## src/include/vjob_params.svh

```systemverilog
////////////////////
// vertex job controller parameters
// bus widths, line geometry and queue depth
////////////////////

`ifndef VJOB_PARAMS_SVH
`define VJOB_PARAMS_SVH

// byte address and vertex word widths
`define VJOB_ADDR_BITS 32
`define VJOB_VERTEX_BITS 32

// one cache line holds eight vertex words
`define VJOB_LINE_VERTICES 8
`define VJOB_LINE_BITS 256
`define VJOB_LINE_BYTES 32
`define VJOB_COUNT_BITS 4

// job size and queue
`define VJOB_NUM_BITS 24
`define VJOB_FIFO_DEPTH 16
`define VJOB_APB_ADDR_BITS 8

`endif
```

## src/hw/vjob_pkg.sv

```systemverilog
////////////////////
// vertex job controller types
// array tag and the two views of a data line
////////////////////

`default_nettype none

`include "vjob_params.svh"

package vjob_pkg;

	// which array a command or a response line belongs to
	typedef enum logic {
		TAG_DEGREE = 1'b0,
		TAG_EDGES  = 1'b1
	} array_tag_e;

	// one line, as loaded from memory or split into vertex words
	// word 0 sits in the low bits
	typedef union packed {
		logic [`VJOB_LINE_BITS-1:0]                            raw;
		logic [`VJOB_LINE_VERTICES-1:0][`VJOB_VERTEX_BITS-1:0] word;
	} vjob_line_u;

endpackage

`default_nettype wire

```

## src/hw/vertex_job_control.sv

```systemverilog
////////////////////
// vertex job controller top
// APB setup, chunked array reads and the vertex job queue
////////////////////

`default_nettype none

`include "vjob_params.svh"

module vertex_job_control import vjob_pkg::*; (
	input  wire logic                           clock,
	input  wire logic                           rstn,
	// APB
	input  wire logic                           psel,
	input  wire logic                           penable,
	input  wire logic                           pwrite,
	input  wire logic [`VJOB_APB_ADDR_BITS-1:0] paddr,
	input  wire logic [`VJOB_ADDR_BITS-1:0]     pwdata,
	output logic      [`VJOB_ADDR_BITS-1:0]     prdata,
	output logic                                pready,
	output logic                                pslverr,
	// read commands
	output logic                                cmd_valid,
	input  wire logic                           cmd_ready,
	output logic      [`VJOB_ADDR_BITS-1:0]     cmd_addr,
	output array_tag_e                          cmd_tag,
	output logic      [`VJOB_COUNT_BITS-1:0]    cmd_count,
	// read responses
	input  wire logic                           rsp_valid,
	input  wire array_tag_e                     rsp_tag,
	input  wire logic [`VJOB_COUNT_BITS-1:0]    rsp_count,
	input  wire logic [`VJOB_LINE_BITS-1:0]     rsp_data,
	// vertex jobs
	input  wire logic                           vertex_request,
	output logic                                vertex_valid,
	output logic      [`VJOB_VERTEX_BITS-1:0]   vertex_id,
	output logic      [`VJOB_VERTEX_BITS-1:0]   degree,
	output logic      [`VJOB_VERTEX_BITS-1:0]   edges_idx
);

	logic [`VJOB_NUM_BITS-1:0]    num_vertices;
	logic [`VJOB_ADDR_BITS-1:0]   degree_base;
	logic [`VJOB_ADDR_BITS-1:0]   edges_base;
	logic [`VJOB_VERTEX_BITS-1:0] first_id;
	logic                         start;
	logic                         busy;
	logic                         done;
	logic                         unpack_idle;
	logic                         fifo_room;
	logic                         pushed_last;
	logic                         push;
	logic [`VJOB_VERTEX_BITS-1:0] unpack_id;
	logic [`VJOB_VERTEX_BITS-1:0] unpack_degree;
	logic [`VJOB_VERTEX_BITS-1:0] unpack_edges;

	vjob_apb_regs u_regs (
		.clock(clock), .rstn(rstn),
		.psel(psel), .penable(penable), .pwrite(pwrite), .paddr(paddr), .pwdata(pwdata),
		.prdata(prdata), .pready(pready), .pslverr(pslverr),
		.busy(busy), .done(done),
		.num_vertices(num_vertices), .degree_base(degree_base), .edges_base(edges_base),
		.first_id(first_id), .start(start)
	);

	vjob_cmd_gen u_cmd_gen (
		.clock(clock), .rstn(rstn), .start(start),
		.num_vertices(num_vertices), .degree_base(degree_base), .edges_base(edges_base),
		.unpack_idle(unpack_idle), .fifo_room(fifo_room), .pushed_last(pushed_last),
		.cmd_ready(cmd_ready), .cmd_valid(cmd_valid), .cmd_addr(cmd_addr),
		.cmd_tag(cmd_tag), .cmd_count(cmd_count), .busy(busy), .done(done)
	);

	vjob_line_unpack u_unpack (
		.clock(clock), .rstn(rstn), .start(start), .first_id(first_id),
		.rsp_valid(rsp_valid), .rsp_tag(rsp_tag), .rsp_count(rsp_count), .rsp_data(rsp_data),
		.unpack_idle(unpack_idle), .pushed_last(pushed_last), .push(push),
		.vertex_id(unpack_id), .degree(unpack_degree), .edges_idx(unpack_edges)
	);

	vjob_fifo u_fifo (
		.clock(clock), .rstn(rstn), .push(push),
		.vertex_id(unpack_id), .degree(unpack_degree), .edges_idx(unpack_edges),
		.vertex_request(vertex_request), .fifo_room(fifo_room), .vertex_valid(vertex_valid),
		.vertex_id_out(vertex_id), .degree_out(degree), .edges_idx_out(edges_idx)
	);

endmodule

`default_nettype wire

```

## src/hw/vjob_fifo.sv

```systemverilog
////////////////////
// vertex job queue
// circular buffer with a registered pop stage
////////////////////

`default_nettype none

`include "vjob_params.svh"

module vjob_fifo (
	input  wire logic                         clock,
	input  wire logic                         rstn,
	input  wire logic                         push,
	input  wire logic [`VJOB_VERTEX_BITS-1:0] vertex_id,
	input  wire logic [`VJOB_VERTEX_BITS-1:0] degree,
	input  wire logic [`VJOB_VERTEX_BITS-1:0] edges_idx,
	input  wire logic                         vertex_request,
	output logic                              fifo_room,
	output logic                              vertex_valid,
	output logic      [`VJOB_VERTEX_BITS-1:0] vertex_id_out,
	output logic      [`VJOB_VERTEX_BITS-1:0] degree_out,
	output logic      [`VJOB_VERTEX_BITS-1:0] edges_idx_out
);

	localparam int PTR_BITS   = $clog2(`VJOB_FIFO_DEPTH);
	localparam int CNT_BITS   = PTR_BITS + 1;
	localparam int ENTRY_BITS = 3 * `VJOB_VERTEX_BITS;

	logic [ENTRY_BITS-1:0] mem [`VJOB_FIFO_DEPTH];
	logic [PTR_BITS-1:0]   wr_ptr;
	logic [PTR_BITS-1:0]   rd_ptr;
	logic [CNT_BITS-1:0]   count;
	logic                  do_push;
	logic                  do_pop;

	assign do_push = push && (count != CNT_BITS'(`VJOB_FIFO_DEPTH));
	assign do_pop  = vertex_request && (count != '0);

	// room for a full line of vertices
	assign fifo_room = (CNT_BITS'(`VJOB_FIFO_DEPTH) - count) >= CNT_BITS'(`VJOB_LINE_VERTICES);

	always_ff @(posedge clock or negedge rstn) begin
		if (!rstn) begin
			wr_ptr       <= '0;
			rd_ptr       <= '0;
			count        <= '0;
			vertex_valid <= 1'b0;
		end else begin
			vertex_valid <= do_pop;
			if (do_push)
				wr_ptr <= wr_ptr + 1'b1;
			if (do_pop)
				rd_ptr <= rd_ptr + 1'b1;
			case ({do_push, do_pop})
				2'b10:   count <= count + 1'b1;
				2'b01:   count <= count - 1'b1;
				default: ;
			endcase
		end
	end

	// storage and output data
	always_ff @(posedge clock) begin
		if (do_push)
			mem[wr_ptr] <= {vertex_id, degree, edges_idx};
		if (do_pop)
			{vertex_id_out, degree_out, edges_idx_out} <= mem[rd_ptr];
	end

endmodule

`default_nettype wire

```

## src/hw/vjob_line_unpack.sv

```systemverilog
////////////////////
// vertex line unpacker
// holds the degree and edges lines of a chunk
// and pushes one vertex per cycle
////////////////////

`default_nettype none

`include "vjob_params.svh"

module vjob_line_unpack import vjob_pkg::*; (
	input  wire logic                         clock,
	input  wire logic                         rstn,
	input  wire logic                         start,
	input  wire logic [`VJOB_VERTEX_BITS-1:0] first_id,
	input  wire logic                         rsp_valid,
	input  wire array_tag_e                   rsp_tag,
	input  wire logic [`VJOB_COUNT_BITS-1:0]  rsp_count,
	input  wire logic [`VJOB_LINE_BITS-1:0]   rsp_data,
	output logic                              unpack_idle,
	output logic                              pushed_last,
	output logic                              push,
	output logic      [`VJOB_VERTEX_BITS-1:0] vertex_id,
	output logic      [`VJOB_VERTEX_BITS-1:0] degree,
	output logic      [`VJOB_VERTEX_BITS-1:0] edges_idx
);

	localparam int IDX_BITS = $clog2(`VJOB_LINE_VERTICES);

	vjob_line_u                   degree_line;
	vjob_line_u                   edges_line;
	logic [`VJOB_COUNT_BITS-1:0]  line_count;
	logic                         have_degree;
	logic                         have_edges;
	logic [IDX_BITS-1:0]          word_idx;
	logic [`VJOB_VERTEX_BITS-1:0] id_next;
	logic                         last_word;

	// both lines in hand
	assign push = have_degree && have_edges;
	assign last_word = ({1'b0, word_idx} == (line_count - 1'b1));
	assign pushed_last = push && last_word;
	assign unpack_idle = !have_degree && !have_edges;

	assign vertex_id = id_next;
	assign degree    = degree_line.word[word_idx];
	assign edges_idx = edges_line.word[word_idx];

	////////////////////
	// line capture
	////////////////////
	always_ff @(posedge clock) begin
		if (rsp_valid) begin
			// both lines of a chunk carry the same count
			line_count <= rsp_count;
			if (rsp_tag == TAG_DEGREE)
				degree_line.raw <= rsp_data;
			else
				edges_line.raw <= rsp_data;
		end
	end

	////////////////////
	// unpack control
	////////////////////
	always_ff @(posedge clock or negedge rstn) begin
		if (!rstn) begin
			have_degree <= 1'b0;
			have_edges  <= 1'b0;
			word_idx    <= '0;
			id_next     <= '0;
		end else begin
			// ids run across the whole job
			if (start)
				id_next <= first_id;
			if (push) begin
				id_next <= id_next + 1'b1;
				if (last_word) begin
					word_idx    <= '0;
					have_degree <= 1'b0;
					have_edges  <= 1'b0;
				end else begin
					word_idx <= word_idx + 1'b1;
				end
			end
			if (rsp_valid) begin
				case (rsp_tag)
					TAG_DEGREE: have_degree <= 1'b1;
					TAG_EDGES:  have_edges <= 1'b1;
					default:    ;
				endcase
			end
		end
	end

endmodule

`default_nettype wire

```

## src/hw/vjob_cmd_gen.sv

```systemverilog
////////////////////
// vertex job command generator
// walks both arrays one line per chunk
// and issues a degree then an edges read
////////////////////

`default_nettype none

`include "vjob_params.svh"

module vjob_cmd_gen import vjob_pkg::*; (
	input  wire logic                        clock,
	input  wire logic                        rstn,
	input  wire logic                        start,
	input  wire logic [`VJOB_NUM_BITS-1:0]   num_vertices,
	input  wire logic [`VJOB_ADDR_BITS-1:0]  degree_base,
	input  wire logic [`VJOB_ADDR_BITS-1:0]  edges_base,
	input  wire logic                        unpack_idle,
	input  wire logic                        fifo_room,
	input  wire logic                        pushed_last,
	input  wire logic                        cmd_ready,
	output logic                             cmd_valid,
	output logic      [`VJOB_ADDR_BITS-1:0]  cmd_addr,
	output array_tag_e                       cmd_tag,
	output logic      [`VJOB_COUNT_BITS-1:0] cmd_count,
	output logic                             busy,
	output logic                             done
);

	localparam logic [2:0] S_RESET      = 3'd0;
	localparam logic [2:0] S_IDLE       = 3'd1;
	localparam logic [2:0] S_CMD_DEG    = 3'd2;
	localparam logic [2:0] S_CMD_EDGES  = 3'd3;
	localparam logic [2:0] S_WAIT_CHUNK = 3'd4;

	logic [2:0]                  state;
	logic [`VJOB_NUM_BITS-1:0]   remaining;
	logic [`VJOB_ADDR_BITS-1:0]  chunk_offset;
	logic                        chunk_pending;
	logic [`VJOB_COUNT_BITS-1:0] chunk_count;
	logic                        issue_chunk;

	// full line, or whatever is left
	assign chunk_count = (remaining > `VJOB_LINE_VERTICES) ?
		`VJOB_COUNT_BITS'(`VJOB_LINE_VERTICES) : remaining[`VJOB_COUNT_BITS-1:0];

	// only one chunk in flight, and the queue must take a whole line
	assign issue_chunk = (state == S_WAIT_CHUNK) && !chunk_pending && unpack_idle && fifo_room;

	assign cmd_valid = (state == S_CMD_DEG) || (state == S_CMD_EDGES);
	assign busy = (state != S_IDLE) && (state != S_RESET);

	////////////////////
	// job FSM
	////////////////////
	always_ff @(posedge clock or negedge rstn) begin
		if (!rstn) begin
			state         <= S_RESET;
			remaining     <= '0;
			chunk_offset  <= '0;
			chunk_pending <= 1'b0;
			done          <= 1'b0;
		end else begin
			case (state)
				S_RESET: state <= S_IDLE;
				S_IDLE: begin
					if (start) begin
						// empty job finishes on the spot
						done <= (num_vertices == '0);
						if (num_vertices != '0) begin
							remaining     <= num_vertices;
							chunk_offset  <= '0;
							chunk_pending <= 1'b0;
							state         <= S_WAIT_CHUNK;
						end
					end
				end
				S_WAIT_CHUNK: begin
					if (chunk_pending) begin
						if (pushed_last) begin
							chunk_pending <= 1'b0;
							if (remaining == '0) begin
								done  <= 1'b1;
								state <= S_IDLE;
							end
						end
					end else if (issue_chunk) begin
						remaining <= remaining - chunk_count;
						state     <= S_CMD_DEG;
					end
				end
				S_CMD_DEG: begin
					if (cmd_ready)
						state <= S_CMD_EDGES;
				end
				S_CMD_EDGES: begin
					if (cmd_ready) begin
						chunk_offset  <= chunk_offset + `VJOB_ADDR_BITS'(`VJOB_LINE_BYTES);
						chunk_pending <= 1'b1;
						state         <= S_WAIT_CHUNK;
					end
				end
				default: state <= S_IDLE;
			endcase
		end
	end

	// command payload, held while stalled
	always_ff @(posedge clock) begin
		if (issue_chunk) begin
			cmd_addr  <= degree_base + chunk_offset;
			cmd_tag   <= TAG_DEGREE;
			cmd_count <= chunk_count;
		end else if ((state == S_CMD_DEG) && cmd_ready) begin
			cmd_addr <= edges_base + chunk_offset;
			cmd_tag  <= TAG_EDGES;
		end
	end

endmodule

`default_nettype wire

```

## src/hw/vjob_apb_regs.sv

```systemverilog
////////////////////
// vertex job APB registers
// job setup, start pulse and status readback
////////////////////

`default_nettype none

`include "vjob_params.svh"

module vjob_apb_regs (
	input  wire logic                           clock,
	input  wire logic                           rstn,
	input  wire logic                           psel,
	input  wire logic                           penable,
	input  wire logic                           pwrite,
	input  wire logic [`VJOB_APB_ADDR_BITS-1:0] paddr,
	input  wire logic [`VJOB_ADDR_BITS-1:0]     pwdata,
	output logic      [`VJOB_ADDR_BITS-1:0]     prdata,
	output logic                                pready,
	output logic                                pslverr,
	input  wire logic                           busy,
	input  wire logic                           done,
	output logic      [`VJOB_NUM_BITS-1:0]      num_vertices,
	output logic      [`VJOB_ADDR_BITS-1:0]     degree_base,
	output logic      [`VJOB_ADDR_BITS-1:0]     edges_base,
	output logic      [`VJOB_VERTEX_BITS-1:0]   first_id,
	output logic                                start
);

	localparam logic [`VJOB_APB_ADDR_BITS-1:0] REG_CONTROL = 'h00;
	localparam logic [`VJOB_APB_ADDR_BITS-1:0] REG_NUM     = 'h04;
	localparam logic [`VJOB_APB_ADDR_BITS-1:0] REG_DEGREE  = 'h08;
	localparam logic [`VJOB_APB_ADDR_BITS-1:0] REG_EDGES   = 'h0C;
	localparam logic [`VJOB_APB_ADDR_BITS-1:0] REG_FIRST   = 'h10;
	localparam logic [`VJOB_APB_ADDR_BITS-1:0] REG_STATUS  = 'h14;

	logic access;
	logic known_offset;

	// zero wait states
	assign pready = 1'b1;

	assign access = psel && penable;
	assign known_offset = (paddr == REG_CONTROL) || (paddr == REG_NUM) ||
		(paddr == REG_DEGREE) || (paddr == REG_EDGES) ||
		(paddr == REG_FIRST) || (paddr == REG_STATUS);

	assign pslverr = access && !known_offset;

	////////////////////
	// read mux
	////////////////////
	always_comb begin
		prdata = '0;
		case (paddr)
			REG_NUM:    prdata[`VJOB_NUM_BITS-1:0] = num_vertices;
			REG_DEGREE: prdata = degree_base;
			REG_EDGES:  prdata = edges_base;
			REG_FIRST:  prdata[`VJOB_VERTEX_BITS-1:0] = first_id;
			REG_STATUS: prdata[1:0] = {done, busy};
			default:    prdata = '0;
		endcase
	end

	////////////////////
	// write side
	////////////////////
	always_ff @(posedge clock or negedge rstn) begin
		if (!rstn) begin
			num_vertices <= '0;
			degree_base  <= '0;
			edges_base   <= '0;
			first_id     <= '0;
			start        <= 1'b0;
		end else begin
			// one cycle pulse, dropped while a job runs
			start <= access && pwrite && (paddr == REG_CONTROL) && pwdata[0] && !busy;
			if (access && pwrite) begin
				case (paddr)
					REG_NUM:    num_vertices <= pwdata[`VJOB_NUM_BITS-1:0];
					REG_DEGREE: degree_base <= pwdata;
					REG_EDGES:  edges_base <= pwdata;
					REG_FIRST:  first_id <= pwdata[`VJOB_VERTEX_BITS-1:0];
					default:    ;
				endcase
			end
		end
	end

endmodule

`default_nettype wire

```

## config.mk

```make
export PLATFORM = sky130hd
export DESIGN_NAME = vertex_job_control
export DESIGN_NICKNAME = d
export VERILOG_FILES = /design/src/hw/vjob_pkg.sv /design/src/hw/vertex_job_control.sv /design/src/hw/vjob_fifo.sv /design/src/hw/vjob_line_unpack.sv /design/src/hw/vjob_cmd_gen.sv /design/src/hw/vjob_apb_regs.sv
export VERILOG_INCLUDE_DIRS = /design/src /design/src/include
export SDC_FILE = /design/constraint.sdc
export NUM_CORES = 2
export LEC_CHECK = 0
export ABC_CLOCK_PERIOD_IN_PS = 5550
export BUFFER_PORTS_ARGS = -buffer_cell sky130_fd_sc_hd__buf_4
export CORE_UTILIZATION = 55
export CTS_CLUSTER_DIAMETER = 50
export DETAILED_ROUTE_END_ITERATION = 10
export PLACE_DENSITY = 0.76
export SYNTH_ARGS = -nofsm -noshare
export SYNTH_HDL_FRONTEND = slang
export SYNTH_SLANG_ARGS = --single-unit
```

## constraint.sdc

```tcl
create_clock -name clock -period 5.55 [get_ports clock]
set_input_delay 0.2775 -clock clock [delete_from_list [all_inputs] [get_ports clock]]
set_output_delay 0.2775 -clock clock [all_outputs]
set_load 0.1 [all_outputs]
```

==> metrics.md <==
| Metric | Value |
|---|---|
| Share of synthesized registers carrying an async set or reset | `about a tenth` |
| Area Overhead vs Synth | `18.5%` |
| HP Class | `in2reg` |
| Die height | `around 420 um` |
| Simple-Gate Fraction of Synth Area | `roughly 2.5%` |
| CP Launch Type | `flop` |
| Worst-Skew Late Latency | `between 800 and 900 ps` |
| Antenna violations before repair | `14` |
| Maximum root-to-sink buffer count | `3` |
| Final worst path period need | `~4800 ps` |
| Net Sw Frac | `about a third` |
| Largest net degree at the start of global routing | `~130` |
| Clk_skew | `between 50 and 60 ps` |
| Maximum vdd drop | `459 uV` |
| CP endpoint kind | `flop` |
| TritonCTS buffer count | `between 200 and 250` |
| Critical Path Fanout Max | `35` |
| Post-Synth Adder-Cell Area | `less than 1%` |
| Main area contributors after synthesis | `edfxtp_1 (70%), mux4_2 (15%), dfrtp_1 (6.1%)` |
| R2r setup slk | `approximately 720 ps` |
| Routed vias/inst | `6.40` |
| GR Overflow Total | `0` |
| Slew Viols, Final | `0` |
| Setup TNS | `0 ps` |
| Most frequent cell after synthesis | `edfxtp_1` |
| DRC violations left | `0` |
| Met2 Track Usage GR | `approximately 46%` |
| Die ar. | `between 150000 and 200000 um2` |
| First-pass GRT wire length | `about 350000 um` |
| DR pass1 iterations | `6` |
| Root buffer cell | `clkbuf_16` |
| Main combinational cell family by area after synthesis | `multiplexers` |
| Status | `finished, final reports clean` |
| Final-report setup violation count | `0` |
| WP buf/inv | `1` |
| H-tree depth | `4` |
| Crit share post-route | `a little under 90%` |
| CP Cell Sequence | `nor4_2 -> ha_1 -> o21ai_0 -> nand2_4 -> buf_4 -> nand2_1 -> nand2_1 -> ha_1 -> a21o_1 -> a211oi_1 -> o31ai_1 -> o2111ai_1 -> a41oi_1 -> o31ai_1 -> nand4b_1 -> o311ai_0` |
| Synth area leader | `edfxtp_1` |
| Via count | `a little under 50000` |
| Vias in the first global route | `just over 50000` |
| Met1 usage | `37.1%` |
| Pwr/cell area | `around 550 nW/um2` |
| Post-Syn Area | `about 94000 um2` |
| Seq cells post-synth | `about 2400` |
| Yosys warns | `0` |
| Final core occ | `between 60% and 70%` |
| Combinational share of power | `between 20 and 30%` |
| Hold Slack | `127 ps` |
| Top Family by Delay on Critical Path | `compound AO/OA/AOI/OAI gates` |
| Worst-Margin Slew | `about 1200 ps` |
| Share of post-route cells with drive strength above 1 | `about a third` |
| GRT Overall Usage | `27.8%` |
| Sequential fraction of the synthesis area | `about three quarters` |
| Iter 0 DRT Violations | `approximately 5800` |
| DP Area | `101000 um2` |
| Setup CP Type | `reg2reg` |
| Clk pwr share | `25.9%` |
| Worst EP required | `6200 ps` |
| Per-cell routed wire length | `just over 30 um` |
| Flop pwr share | `between 40% and 50%` |
| CTS clk-pin slew, worst paths | `around 70 ps` |
| Switch Pwr | `slightly above 20 mW` |
| Post-synthesis compound-gate area fraction | `around 2.2%` |
| Antenna viol nets, final | `0` |
| Port bufs | `around 480` |
| Area share of the leading cell type in the synthesized netlist | `69.8%` |
| Cells after Synth | `about 4400` |
| Synth Area in XOR/XNOR | `less than 1%` |
| EDFF count, synth | `about 2200` |
| Mux share of post-synthesis cell area | `17.2%` |
| Starting density of the core | `55.4%` |
| Rows | `about 150` |
| Achievable frequency | `about 210 MHz` |
| # IOs | `~480` |
| GR Util met3 | `approximately 4.4%` |
| Top FF cell, synth | `edfxtp_1` |
| Worst Path Arrival | `~5500 ps` |
| Final WL | `238000 um` |
| Max transition margin | `around a fifth` |
| Clk sinks | `~2400` |
| GR peak layer | `met2` |
| Syn Area/Cell | `approximately 21 um2` |
| CP max stage cell | `o31ai_1` |
| Layout Nets | `5646` |
| Max cap viols | `0` |
| Die Width | `between 400 and 500 um` |
| Critical path's largest stage delay | `550 ps` |
| Dpl hpwl | `127000 um` |
| Post-CTS Setup Inserts | `0` |
| Routability Congestion | `between 0.9 and 1` |
| Final instance area | `111000 um2` |
| Most common library cells after synthesis | `edfxtp_1 (2184), mux4_2 (608), dfrtp_1 (228)` |
| CTS tree | `yes` |
| Core Area | `about 170000 um2` |
| Final hold viol count | `0` |
| Lkg Pwr | `~38 nW` |
| Power Internal | `just over 40 mW` |
| Yosys cell types | `77` |
| RSZ-0062 raised after global routing | `no` |
## metrics by stage
stage,setup slack (ps),cells,total power [mW]
6_report,723,7724,61.3
5_1_grt,265,7724,63.0
4_1_cts,765,7716,61.2
3_5_place_dp,787,6976,45.1
3_3_place_gp,919,6976,44.6
2_1_floorplan,309,4411,39.0
## cell usage in the layout, fill, tap and decap left out, types with 13 or more instances in the layout
| cell type | Yosys | final |
|---|---|---|
| mux4_2 | 608 | 608 |
| clkbuf_1 | 141 | 43 |
| buf_4 | 3 | 521 |
| a22oi_1 | 33 | 33 |
| bufinv_16 | 0 | 23 |
| edfxtp_1 | 2184 | 2184 |
| clkinv_2 | 0 | 46 |
| dfrtp_1 | 228 | 221 |
| nand2_1 | 176 | 176 |
| nor4_1 | 13 | 13 |
| o21ai_0 | 94 | 93 |
| xor2_1 | 27 | 27 |
| a31oi_1 | 13 | 13 |
| nand3_1 | 39 | 39 |
| clkinv_1 | 0 | 49 |
| buf_12 | 0 | 33 |
| clkbuf_16 | 0 | 232 |
| xnor2_1 | 36 | 36 |
| a211oi_1 | 21 | 21 |
| inv_1 | 40 | 40 |
| nor2_1 | 118 | 117 |
| and3_1 | 22 | 22 |
| dlygate4sd3_1 | 0 | 300 |
| a21oi_1 | 64 | 64 |
| mux2_2 | 187 | 187 |
| nor3_1 | 32 | 32 |
| ha_1 | 43 | 43 |
| a21o_1 | 19 | 19 |
| nand4_1 | 17 | 17 |
| and2_4 | 0 | 17 |
| mux2i_1 | 37 | 37 |
## registers in the layout, indices dropped and copies added, names as in the netlist, 5 cells and up
name,count
u_regs.first_id,32
u_cmd_gen.remaining,24
u_cmd_gen.cmd_addr,32
u_regs.num_vertices,24
u_unpack.vertex_id,32
u_unpack.edges_line,256
u_fifo.mem,1536
u_fifo.count,5
u_unpack.degree_line,256
u_fifo.edges_idx_out,32
u_fifo.degree_out,32
u_regs.edges_base,32
u_fifo.vertex_id_out,32
u_regs.degree_base,32
u_cmd_gen.chunk_offset,27
## cells by family (layout without fill, tap and decap cells)
| family | Yosys count | count (layout) |
|---|---|---|
| flops | 2413 | 2413 |
| other cells | 2 | 11 |
| buf+inv | 249 | 1336 |
| simple gates | 491 | 491 |
| compound gates | 316 | 316 |
| fa+ha+maj | 44 | 44 |
| xor+xnor | 63 | 63 |
| mux | 832 | 832 |
## path summary, 6_finish.rpt
| kind | from | end | depth (start not counted) |
|---|---|---|---|
| setup / recovery | u_fifo.count[1]$_DFFE_PN0P_ | u_cmd_gen.cmd_addr[29]$_DFFE_PP_ | 16 |
| hold / removal | rsp_data[52] | u_unpack.edges_line[52]$_DFFE_PP_ | 2 |
| setup reg to reg | u_fifo.count[1]$_DFFE_PN0P_ | u_cmd_gen.cmd_addr[29]$_DFFE_PP_ | 16 |
| hold reg to reg | u_cmd_gen.done$_DFFE_PN0P_ | u_cmd_gen.done$_DFFE_PN0P_ | 2 |
| max in group asynchronous | rstn | u_unpack.word_idx[2]$_DFFE_PN0P_ | 4 |
| min in group asynchronous | rstn | u_fifo.rd_ptr[3]$_DFFE_PN0P_ | 3 |
## power by group through the flow
stage,Sequential (mW),Combinational (mW),Clock [mW]
floorplan,29.1,9.94,0
global placement,27.0,17.6,0
detailed placement,27.2,17.9,0
CTS,27.0,18.3,15.9
global route,27.2,19.1,16.7
finish,27.0,18.3,15.9
## final cells by class
| class | instances | area, um2 |
|---|---|---|
| clock buffers | 278 | 6010 |
| multi-input cells | 1749 | 21800 |
| well taps | 2218 | 2780 |
| flip-flops and latches | 2413 | 71300 |
| clock inverters | 161 | 1660 |
| inverters | 41 | 154 |
| repair buffers | 856 | 7620 |
| diodes | 8 | 20.0 |
| fillers | 10500 | 58100 |
## timing repair
item	in CTS	in global routing
hold buffers	301	0
hold endpoints to repair	766	0
gates resized for setup	0	0
## layer usage
metal  up-vias  share of wire (%)
met5         -              0.011
met4         4                4.4
met3       490                8.4
met2      2966                 50
met1     25900                 37
li1      20100                  -
## worst register-to-register path, cell delays in order (launching register included)
cell and delay [ps]:
dfrtp_1 430, nor4_2 430, ha_1 320, o21ai_0 270
nand2_4 90, buf_4 290, nand2_1 130, nand2_1 60
ha_1 340, a21o_1 200, a211oi_1 350, o31ai_1 220
o2111ai_1 430, a41oi_1 260, o31ai_1 550, nand4b_1 140
o311ai_0 130
Power figures use the tool's default switching activity.
